## src/adpll_pkg.sv

```systemverilog
`default_nettype none

package adpll_pkg;

  // ----------------------------------------------------------------------
  // delay code
  localparam int DELAY_W = 7;
  typedef logic [DELAY_W-1:0] delay_t;

  localparam delay_t DELAY_RESET = 7'd64;          // mid-range after reset
  localparam delay_t DELAY_MAX   = 7'd127;         // clamp top, bottom is 0

  // ring geometry
  localparam int NUM_TAPS  = 32;
  localparam int TAP_DEPTH = 4;                    // cycles per active tap
  localparam int FINE_W    = 2;                    // code bits 1..0
  localparam int DIV_RATIO = 5;                    // gen periods per fbk period
  localparam int DIV_W     = $clog2(DIV_RATIO);

  // ----------------------------------------------------------------------
  // period measurement
  localparam int CNT_W = 12;
  typedef logic [CNT_W-1:0] cnt_t;                 // saturating counters

  localparam int MAG_W = 5;
  typedef logic [MAG_W-1:0] mag_t;                 // thermometer magnitude

  localparam cnt_t ERR_THRESH [MAG_W] = '{12'd10, 12'd20, 12'd40, 12'd80, 12'd160};
  localparam cnt_t COARSE_THRESH      = 12'd320;

  // loop filter steps, indexed by highest set magnitude bit
  localparam delay_t STEP_TABLE [MAG_W] = '{7'd1, 7'd2, 7'd3, 7'd5, 7'd9};
  localparam delay_t COARSE_STEP        = 7'd20;

  // lock detect
  localparam cnt_t LOCK_TOL   = 12'd9;             // largest error still counted as locked
  localparam int   LOCK_CNT   = 8;
  localparam int   LOCK_CNT_W = $clog2(LOCK_CNT + 1);

  typedef enum logic [1:0] {MEAS_WAIT, MEAS_PRIME, MEAS_RUN} meas_state_e;

  typedef enum logic [2:0] {
    ADJ_HOLD,
    ADJ_LOAD,
    ADJ_INC,
    ADJ_DEC,
    ADJ_COARSE_INC,
    ADJ_COARSE_DEC
  } adj_op_e;

endpackage

`default_nettype wire

```

## src/pd_if.sv

```systemverilog
`timescale 1ns/1ps
`default_nettype none

// one frequency-error measurement, detector -> loop filter
interface pd_if;
  import adpll_pkg::*;

  logic meas_vld;                                  // one-cycle pulse
  mag_t up_mag;                                    // osc too slow, delay must fall
  mag_t dn_mag;                                    // osc too fast, delay must rise
  logic too_fast;                                  // gross error, valid with meas_vld
  logic too_slow;

  // ----------------------------------------------------------------------
  modport det (
    output meas_vld, up_mag, dn_mag, too_fast, too_slow
  );

  modport filt (
    input  meas_vld, up_mag, dn_mag, too_fast, too_slow
  );

endinterface

`default_nettype wire

```

## src/adpll_top.sv

```systemverilog
`timescale 1ns/1ps
`default_nettype none

module adpll_top (
  input  wire                    CLKI_OSC,
  input  wire                    clk_fbk_f_rst,
  input  wire                    ref_clk_i,
  input  wire                    load_base_i,
  input  wire adpll_pkg::delay_t base_dly_i,
  output logic                   gen_clk_o,
  output logic                   lock_o,
  output adpll_pkg::delay_t      cur_delay_o
);
  import adpll_pkg::*;

  wire [NUM_TAPS:0]   ring;                        // tap chain, 0 = injection
  wire [NUM_TAPS-1:0] bypass;
  wire                ring_ret;
  wire                fbk_clk;

  pd_if pd ();

  // ----------------------------------------------------------------------
  // ring
  tap_ctrl u_tap_ctrl (
    .CLKI_OSC      (CLKI_OSC),
    .clk_fbk_f_rst (clk_fbk_f_rst),
    .delay_i       (cur_delay_o),
    .ring_ret_i    (ring_ret),
    .ring_o        (ring[0]),
    .bypass_o      (bypass)
  );

  for (genvar k = 0; k < NUM_TAPS; k++) begin : g_tap
    delay_tap u_delay_tap (
      .CLKI_OSC      (CLKI_OSC),
      .clk_fbk_f_rst (clk_fbk_f_rst),
      .sig_i         (ring[k]),
      .bypass_i      (bypass[k]),
      .sig_o         (ring[k+1])
    );
  end

  ring_out u_ring_out (
    .CLKI_OSC      (CLKI_OSC),
    .clk_fbk_f_rst (clk_fbk_f_rst),
    .sig_i         (ring[NUM_TAPS]),
    .fine_i        (cur_delay_o[FINE_W-1:0]),
    .ring_ret_o    (ring_ret),
    .gen_clk_o     (gen_clk_o),
    .fbk_clk_o     (fbk_clk)
  );

  // detector and filter close the loop
  freq_phase_det u_freq_phase_det (
    .CLKI_OSC      (CLKI_OSC),
    .clk_fbk_f_rst (clk_fbk_f_rst),
    .ref_clk_i     (ref_clk_i),
    .fbk_clk_i     (fbk_clk),
    .pd            (pd.det)
  );

  loop_filter u_loop_filter (
    .CLKI_OSC      (CLKI_OSC),
    .clk_fbk_f_rst (clk_fbk_f_rst),
    .load_base_i   (load_base_i),
    .base_dly_i    (base_dly_i),
    .pd            (pd.filt),
    .delay_o       (cur_delay_o),
    .lock_o        (lock_o)
  );

endmodule

`default_nettype wire

```

## src/delay_tap.sv

```systemverilog
`timescale 1ns/1ps
`default_nettype none

module delay_tap (
  input  wire  CLKI_OSC,
  input  wire  clk_fbk_f_rst,
  input  wire  sig_i,
  input  wire  bypass_i,                           // 1 = tap skipped
  output logic sig_o
);
  import adpll_pkg::*;

  logic [TAP_DEPTH-1:0] sh;                        // bit 0 is newest

  // ----------------------------------------------------------------------
  // shift runs even while bypassed
  // so a tap switched in already holds recent ring history
  always_ff @(posedge CLKI_OSC or posedge clk_fbk_f_rst) begin
    if (clk_fbk_f_rst) begin
      sh <= '0;
    end else begin
      sh <= {sh[TAP_DEPTH-2:0], sig_i};
    end
  end

  assign sig_o = bypass_i ? sig_i : sh[TAP_DEPTH-1];   // TAP_DEPTH cycles when active

endmodule

`default_nettype wire

```

## src/freq_phase_det.sv

```systemverilog
`timescale 1ns/1ps
`default_nettype none

module freq_phase_det (
  input  wire  CLKI_OSC,
  input  wire  clk_fbk_f_rst,
  input  wire  ref_clk_i,                          // async to osc clock
  input  wire  fbk_clk_i,                          // already osc-synchronous
  pd_if.det    pd
);
  import adpll_pkg::*;

  logic                  ref_s1;
  logic                  ref_s2;
  logic                  ref_s3;                   // edge detect stage
  logic                  fbk_q;
  logic                  ref_rise;
  logic                  fbk_rise;
  logic                  take;                     // measurement this cycle
  logic [1:0]            fbk_fresh;                // fbk rises since last meas, sat 2
  meas_state_e           state;
  cnt_t                  ref_cnt;
  cnt_t                  fbk_cnt;
  cnt_t                  fbk_per;                  // last complete fbk period
  logic signed [CNT_W:0] err;
  cnt_t                  abs_err;
  mag_t                  mag;
  logic                  coarse;

  // ----------------------------------------------------------------------
  // synchronizer and edges
  always_ff @(posedge CLKI_OSC or posedge clk_fbk_f_rst) begin
    if (clk_fbk_f_rst) begin
      ref_s1 <= 1'b0;
      ref_s2 <= 1'b0;
      ref_s3 <= 1'b0;
      fbk_q  <= 1'b0;
    end else begin
      ref_s1 <= ref_clk_i;
      ref_s2 <= ref_s1;
      ref_s3 <= ref_s2;
      fbk_q  <= fbk_clk_i;
    end
  end

  assign ref_rise = ref_s2 & ~ref_s3;
  assign fbk_rise = fbk_clk_i & ~fbk_q;
  // a whole fbk period after the last update, so the filter sees its own effect
  assign take     = ref_rise && (state != MEAS_WAIT) && (fbk_fresh == 2'd2);

  // feedback period counter
  always_ff @(posedge CLKI_OSC or posedge clk_fbk_f_rst) begin
    if (clk_fbk_f_rst) begin
      fbk_cnt   <= '0;
      fbk_per   <= '0;
      fbk_fresh <= '0;
    end else begin
      if (fbk_rise) begin
        fbk_cnt <= cnt_t'(1);
        fbk_per <= fbk_cnt;
      end else if (~&fbk_cnt) begin
        fbk_cnt <= fbk_cnt + 1'b1;                 // saturate
      end
      if (take) fbk_fresh <= {1'b0, fbk_rise};
      else if (fbk_rise && (fbk_fresh != 2'd2)) fbk_fresh <= fbk_fresh + 1'b1;
    end
  end

  // ----------------------------------------------------------------------
  // grade ref minus fbk, positive = osc too fast
  always_comb begin
    err     = $signed({1'b0, ref_cnt}) - $signed({1'b0, fbk_per});
    abs_err = err[CNT_W] ? cnt_t'(-err) : err[CNT_W-1:0];
    for (int k = 0; k < MAG_W; k++) begin
      mag[k] = (abs_err >= ERR_THRESH[k]);
    end
    coarse = (abs_err >= COARSE_THRESH);
  end

  always_ff @(posedge CLKI_OSC or posedge clk_fbk_f_rst) begin
    if (clk_fbk_f_rst) begin
      state       <= MEAS_WAIT;
      ref_cnt     <= '0;
      pd.meas_vld <= 1'b0;
      pd.up_mag   <= '0;
      pd.dn_mag   <= '0;
      pd.too_fast <= 1'b0;
      pd.too_slow <= 1'b0;
    end else begin
      pd.meas_vld <= take;                         // 3 cycles after ref edge
      if (ref_rise) begin
        ref_cnt <= cnt_t'(1);
        state   <= (state == MEAS_WAIT) ? MEAS_PRIME : MEAS_RUN;
      end else if (~&ref_cnt) begin
        ref_cnt <= ref_cnt + 1'b1;
      end
      if (take) begin
        pd.up_mag   <= err[CNT_W] ? mag : '0;
        pd.dn_mag   <= err[CNT_W] ? '0 : mag;
        pd.too_fast <= coarse & ~err[CNT_W];
        pd.too_slow <= coarse & err[CNT_W];
      end
    end
  end

  assert property (@(posedge CLKI_OSC) disable iff (clk_fbk_f_rst)
    !((|pd.up_mag) && (|pd.dn_mag)));

endmodule

`default_nettype wire

```

## src/loop_filter.sv

```systemverilog
`timescale 1ns/1ps
`default_nettype none

module loop_filter (
  input  wire                    CLKI_OSC,
  input  wire                    clk_fbk_f_rst,
  input  wire                    load_base_i,
  input  wire adpll_pkg::delay_t base_dly_i,
  pd_if.filt                     pd,
  output adpll_pkg::delay_t      delay_o,
  output logic                   lock_o
);
  import adpll_pkg::*;

  adj_op_e               op;
  mag_t                  mag;                      // whichever side is set
  delay_t                step;
  logic [DELAY_W:0]      sum;                      // one bit of headroom
  delay_t                delay_nxt;
  logic [LOCK_CNT_W-1:0] lock_cnt;

  assign mag = pd.up_mag | pd.dn_mag;

  // ----------------------------------------------------------------------
  // opcode, load wins over a measurement
  always_comb begin
    op = ADJ_HOLD;
    if (load_base_i) begin
      op = ADJ_LOAD;
    end else if (pd.meas_vld) begin
      if (pd.too_fast) op = ADJ_COARSE_INC;
      else if (pd.too_slow) op = ADJ_COARSE_DEC;
      else if (|pd.dn_mag) op = ADJ_INC;
      else if (|pd.up_mag) op = ADJ_DEC;
    end
  end

  // step from highest magnitude bit
  always_comb begin
    step = '0;
    for (int k = 0; k < MAG_W; k++) begin
      if (mag[k]) step = STEP_TABLE[k];
    end
    if ((op == ADJ_COARSE_INC) || (op == ADJ_COARSE_DEC)) step = COARSE_STEP;
  end

  // apply with clamp to 0..DELAY_MAX
  always_comb begin
    sum = {1'b0, delay_o} + {1'b0, step};
    case (op)
      ADJ_LOAD:                delay_nxt = base_dly_i;
      ADJ_INC, ADJ_COARSE_INC: delay_nxt = (sum > DELAY_MAX) ? DELAY_MAX : sum[DELAY_W-1:0];
      ADJ_DEC, ADJ_COARSE_DEC: delay_nxt = (delay_o < step) ? '0 : delay_o - step;
      default:                 delay_nxt = delay_o;
    endcase
  end

  always_ff @(posedge CLKI_OSC or posedge clk_fbk_f_rst) begin
    if (clk_fbk_f_rst) delay_o <= DELAY_RESET;
    else delay_o <= delay_nxt;
  end

  // ----------------------------------------------------------------------
  // lock detect, consecutive small errors
  always_ff @(posedge CLKI_OSC or posedge clk_fbk_f_rst) begin
    if (clk_fbk_f_rst) begin
      lock_cnt <= '0;
      lock_o   <= 1'b0;
    end else if (load_base_i) begin
      lock_cnt <= '0;                              // new code, start over
      lock_o   <= 1'b0;
    end else if (pd.meas_vld) begin
      if (|mag) begin
        lock_cnt <= '0;
        lock_o   <= 1'b0;
      end else begin
        if (lock_cnt != LOCK_CNT_W'(LOCK_CNT)) lock_cnt <= lock_cnt + 1'b1;
        if (lock_cnt >= LOCK_CNT_W'(LOCK_CNT - 1)) lock_o <= 1'b1;
      end
    end
  end

  assert property (@(posedge CLKI_OSC) disable iff (clk_fbk_f_rst)
    delay_o <= DELAY_MAX);

endmodule

`default_nettype wire

```

## src/ring_out.sv

```systemverilog
`timescale 1ns/1ps
`default_nettype none

module ring_out (
  input  wire                              CLKI_OSC,
  input  wire                              clk_fbk_f_rst,
  input  wire                              sig_i,        // last coarse tap
  input  wire [adpll_pkg::FINE_W-1:0]      fine_i,       // code bits 1..0
  output logic                             ring_ret_o,
  output logic                             gen_clk_o,
  output logic                             fbk_clk_o
);
  import adpll_pkg::*;

  logic [(1<<FINE_W)-2:0] fine_sh;                 // 1..3 cycles late
  logic [(1<<FINE_W)-1:0] fine_taps;               // index = cycles of delay
  logic                   gen_q;
  logic                   gen_rise;
  logic [DIV_W-1:0]       div_cnt;

  // ----------------------------------------------------------------------
  // fine stage
  always_ff @(posedge CLKI_OSC or posedge clk_fbk_f_rst) begin
    if (clk_fbk_f_rst) begin
      fine_sh <= '0;
    end else begin
      fine_sh <= {fine_sh[(1<<FINE_W)-3:0], sig_i};
    end
  end

  assign fine_taps  = {fine_sh, sig_i};
  assign gen_clk_o  = fine_taps[fine_i];           // 0 to 3 extra cycles
  assign ring_ret_o = gen_clk_o;                   // back to injection reg

  // ----------------------------------------------------------------------
  // divide by DIV_RATIO on gen rising edges
  assign gen_rise = gen_clk_o & ~gen_q;

  always_ff @(posedge CLKI_OSC or posedge clk_fbk_f_rst) begin
    if (clk_fbk_f_rst) begin
      gen_q     <= 1'b0;
      div_cnt   <= '0;
      fbk_clk_o <= 1'b0;
    end else begin
      gen_q <= gen_clk_o;
      if (gen_rise) begin
        if (div_cnt == DIV_W'(DIV_RATIO - 1)) div_cnt <= '0;
        else div_cnt <= div_cnt + 1'b1;
        // high while the new count is 0 or 1, about 40 % duty
        fbk_clk_o <= (div_cnt == DIV_W'(DIV_RATIO - 1)) || (div_cnt == '0);
      end
    end
  end

  assert property (@(posedge CLKI_OSC) disable iff (clk_fbk_f_rst)
    div_cnt < DIV_W'(DIV_RATIO));

endmodule

`default_nettype wire

```

## src/tap_ctrl.sv

```systemverilog
`timescale 1ns/1ps
`default_nettype none

module tap_ctrl (
  input  wire                                CLKI_OSC,
  input  wire                                clk_fbk_f_rst,
  input  wire adpll_pkg::delay_t             delay_i,
  input  wire                                ring_ret_i,   // end of fine stage
  output logic                               ring_o,       // into tap 0
  output logic [adpll_pkg::NUM_TAPS-1:0]     bypass_o
);
  import adpll_pkg::*;

  logic [DELAY_W-FINE_W-1:0] coarse;                        // number of active taps
  logic [NUM_TAPS-1:0]       active;

  assign coarse = delay_i[DELAY_W-1:FINE_W];

  // thermometer mask, low taps active
  always_comb begin
    for (int k = 0; k < NUM_TAPS; k++) begin
      bypass_o[k] = (k >= int'(coarse));
    end
  end

  assign active = ~bypass_o;

  // injection register, closes the ring with an inversion
  always_ff @(posedge CLKI_OSC or posedge clk_fbk_f_rst) begin
    if (clk_fbk_f_rst) begin
      ring_o <= 1'b0;                                       // ring idles low
    end else begin
      ring_o <= ~ring_ret_i;
    end
  end

  // active set is one contiguous run from tap 0, sized by the coarse code
  assert property (@(posedge CLKI_OSC) disable iff (clk_fbk_f_rst)
    ($countones(active) == int'(coarse)) && ((active & (active + 1'b1)) == '0));

endmodule

`default_nettype wire

```

## config.mk

```make
export PLATFORM = sky130hd
export DESIGN_NAME = adpll_top
export DESIGN_NICKNAME = d
export VERILOG_FILES = /design/src/adpll_pkg.sv /design/src/pd_if.sv /design/src/adpll_top.sv /design/src/delay_tap.sv /design/src/freq_phase_det.sv /design/src/loop_filter.sv /design/src/ring_out.sv /design/src/tap_ctrl.sv
export SDC_FILE = /design/constraint.sdc
export NUM_CORES = 1
export LEC_CHECK = 0
export ABC_AREA = 1
export ABC_CLOCK_PERIOD_IN_PS = 9500
export BUFFER_PORTS_ARGS = -buffer_cell sky130_fd_sc_hd__buf_2
export CORE_ASPECT_RATIO = 1.25
export CORE_MARGIN = 3
export CORE_UTILIZATION = 60
export CTS_CLUSTER_DIAMETER = 150
export DETAILED_ROUTE_END_ITERATION = 16
export GPL_TIMING_DRIVEN = 0
export PLACE_DENSITY = 0.79
export SLEW_MARGIN = 20
export SYNTH_ARGS = -nofsm -noshare
export SYNTH_HDL_FRONTEND = slang
export SYNTH_SLANG_ARGS = --single-unit
```

## constraint.sdc

```tcl
create_clock -name CLKI_OSC -period 9.5 [get_ports CLKI_OSC]
set_input_delay 0.95 -clock CLKI_OSC [delete_from_list [all_inputs] [get_ports CLKI_OSC]]
set_output_delay 0.95 -clock CLKI_OSC [all_outputs]
set_load 0.02 [all_outputs]
```

==> metrics.cfg <==
[synthesis]
netlist_area_sq_um=8830
synth_seq_cells=202
yosys.area.top_type=dfrtp_1
synth.avg_cell_area_sq_um=9.89
synthFlopType=dfrtp_1
synth-edff-count=0
syn_inst=893
syn_nets=938
ys_types=45
ys_warn_count=0
netlist.area_leader.share=0.569
synth_area_leaders=dfrtp_1, nand2_1, inv_1
synth_seq_area_share=0.572
async_flop_share=1.00

[layout]
stdcell_count=1126
drive_above_1_share=0.140
fillers=1013
insertedDiodeCount=0
final_net_count=981
layout_commonest_cell=dfrtp_1
fin_util=0.700
fin_area_sq_um=9880
area_delta_synth_final_pct=11.9
seq_area_sq_um=5060
mostFrequentLayoutCells=dfrtp_1, nand2_1, inv_1
multi_input_area_sq_um=3170

[clocking]
post_cts_resized=0
cts.path.max_buffers=3
cts_tree=built
post_cts_buffers=0
root_buffer=clkbuf_16
cts_buffers=21
path_clk_slew_ns=0.06
htree_levels=1
cts_sinks=202
clock_latency_ns=0.50
cts.hold.buffers_added=0

[placed_design]
portBuffers=19
dpl-instance-area_sq_um=9180
placed_cells=1088
dp_hpwl_microns=11100
gp_congestion=0.867

[worst_setup_path]
worstPathArrival_ns=4.55
slowest_delay_ns=0.47
crit_family=simple AND/OR/NAND/NOR gates
r2r_cells=27
critPathKind=flop to primary output
start_kind=flop
worst-path-buf-inv=3
cp_max_fo=8
cp.depth=38
endpoint_kind=primary output
critical-path-slowest-cell=dfrtp_1
cp_common_cell=nand3_2
required_ns=8.55

[sta]
setup_viol=0
hold_ws_ns=0.338
fin_crit_sh=0.579
final.setup.tns_ns=0
worstMarginPinSlew_ns=0.770
period_minus_slack_ns=5.50
rsz0062_at_grt=false
slew-limit-headroom=0.485
hold_viol_final=0
skew_ns=0.0160
fmax_mhz=182
drv_slew=0

[floorplan]
dieWidth_microns=115
dieArea_sq_um=16200
ios=20
rows=48
coreArea_sq_um=14100
start_util=0.626
die_y_microns=142

[global_routing]
gr-total-overflow=0
grt_start_max_net_pins=111
grt_pass1_vias=6190
grt_pass1_wl_microns=28500
grtUsageTotal=0.215
antenna_found_initial=0

[status]
outcome=finished clean

[worst_hold_path]
whs_path_depth=0
min_path_type=flop to flop

[drt]
first_iter_violations=384
vias_per_cell=5.30
ant_nets=0
drt_wl_total_microns=16400
wl_per_cell_microns=14.6
drcViolationCount=0
dr.pass1.iters=4
vias=5966

[run]
cap_violations=0

[pwr]
p_per_area_nw_per_um2=351
peakVddDrop_uv=309
power_leakage_nw=4.79

-- Yosys cell counts (all sizes together), types with 6 or more instances --
cell	count
nor2	70
dfrtp	201
o21ai	68
nand2	147
or2	22
nand3	52
o21bai	6
inv	137
clkbuf	6
a41oi	6
xor2	21
a31oi	6
ha	31
nor3	14
buf	6
and2	13
a21oi	46
a211oi	6
-- layer usage --
layer | routed length, microns | track usage | vias up
li1 | - | - | 2965
met5 | 0 | 0 | -
met4 | 299 | 0.0713 | 0
met3 | 560 | 0.0350 | 25
met2 | 8250 | 0.366 | 94
met1 | 7330 | 0.282 | 2882
-- area by class of cell --
class                   instances  share of cell area
clock inverters                11              0.0124
multi-input cells             542               0.321
plain buffers                  12             0.00949
flip-flops and latches        202               0.512
well taps                     175              0.0222
clock buffers                  27              0.0585
repair buffers                 20              0.0124
inverters                     137              0.0528
-- cell families after synthesis --
group	after synthesis	synth area share
buffers and inverters	149	0.0688
multiplexers	1	0.00113
AND/OR/NAND/NOR	334	0.189
adder cells (fa/ha/maj)	34	0.0507
XOR/XNOR	24	0.0238
AO/OA/AOI/OAI	149	0.0945
flip-flops	202	0.572
-- through the flow --
step | total power [W] | worst slack (ns)
2_1_floorplan | 0.00236 | 3.04
3_3_place_gp | 0.00260 | 1.19
3_5_place_dp | 0.00265 | 4.58
4_1_cts | 0.00350 | 3.98
5_1_grt | 0.00377 | 3.57
6_report | 0.00347 | 4.00
-- where the power goes --
| part | switching [W] | internal, W | total (W) |
|---|---|---|---|
| sequential | 0.000144 | 0.00121 | 0.00135 |
| clock | 0.000326 | 0.000488 | 0.000813 |
| combinational | 0.000817 | 0.000483 | 0.00130 |
-- state kept, by name (all words and copies together), names as in the netlist, 2 cells and up --
| name | cells |
|---|---|
| u_ring_out.div_cnt | 3 |
| u_freq_phase_det.pd.dn_mag | 5 |
| u_freq_phase_det.ref_cnt | 12 |
| u_ring_out.fine_sh | 3 |
| u_freq_phase_det.fbk_per | 12 |
| u_loop_filter.delay_o | 7 |
| u_freq_phase_det.fbk_fresh | 2 |
| g_tap.u_delay_tap.sh | 124 |
| u_freq_phase_det.state | 2 |
| u_freq_phase_det.fbk_cnt | 12 |
| u_freq_phase_det.pd.up_mag | 5 |
| u_loop_filter.lock_cnt | 4 |
-- path summary, 6_finish.rpt --
| path | start | endpoint | slack, ns |
|---|---|---|---|
| max | u_loop_filter.delay_o[3] | gen_clk_o | 4.00 |
| min | g_tap[29].u_delay_tap.sh[2] | g_tap[29].u_delay_tap.sh[3] | 0.34 |
| max reg2reg | u_freq_phase_det.ref_cnt[0] | u_freq_phase_det.pd.up_mag[0] | 5.22 |
| min reg2reg | g_tap[29].u_delay_tap.sh[2] | g_tap[29].u_delay_tap.sh[3] | 0.34 |
| max in group asynchronous | clk_fbk_f_rst | u_freq_phase_det.pd.dn_mag[0] | 8.04 |
| min in group asynchronous | clk_fbk_f_rst | g_tap[22].u_delay_tap.sh[1] | 0.59 |
Note: power is estimated with default switching activity, not from simulation.
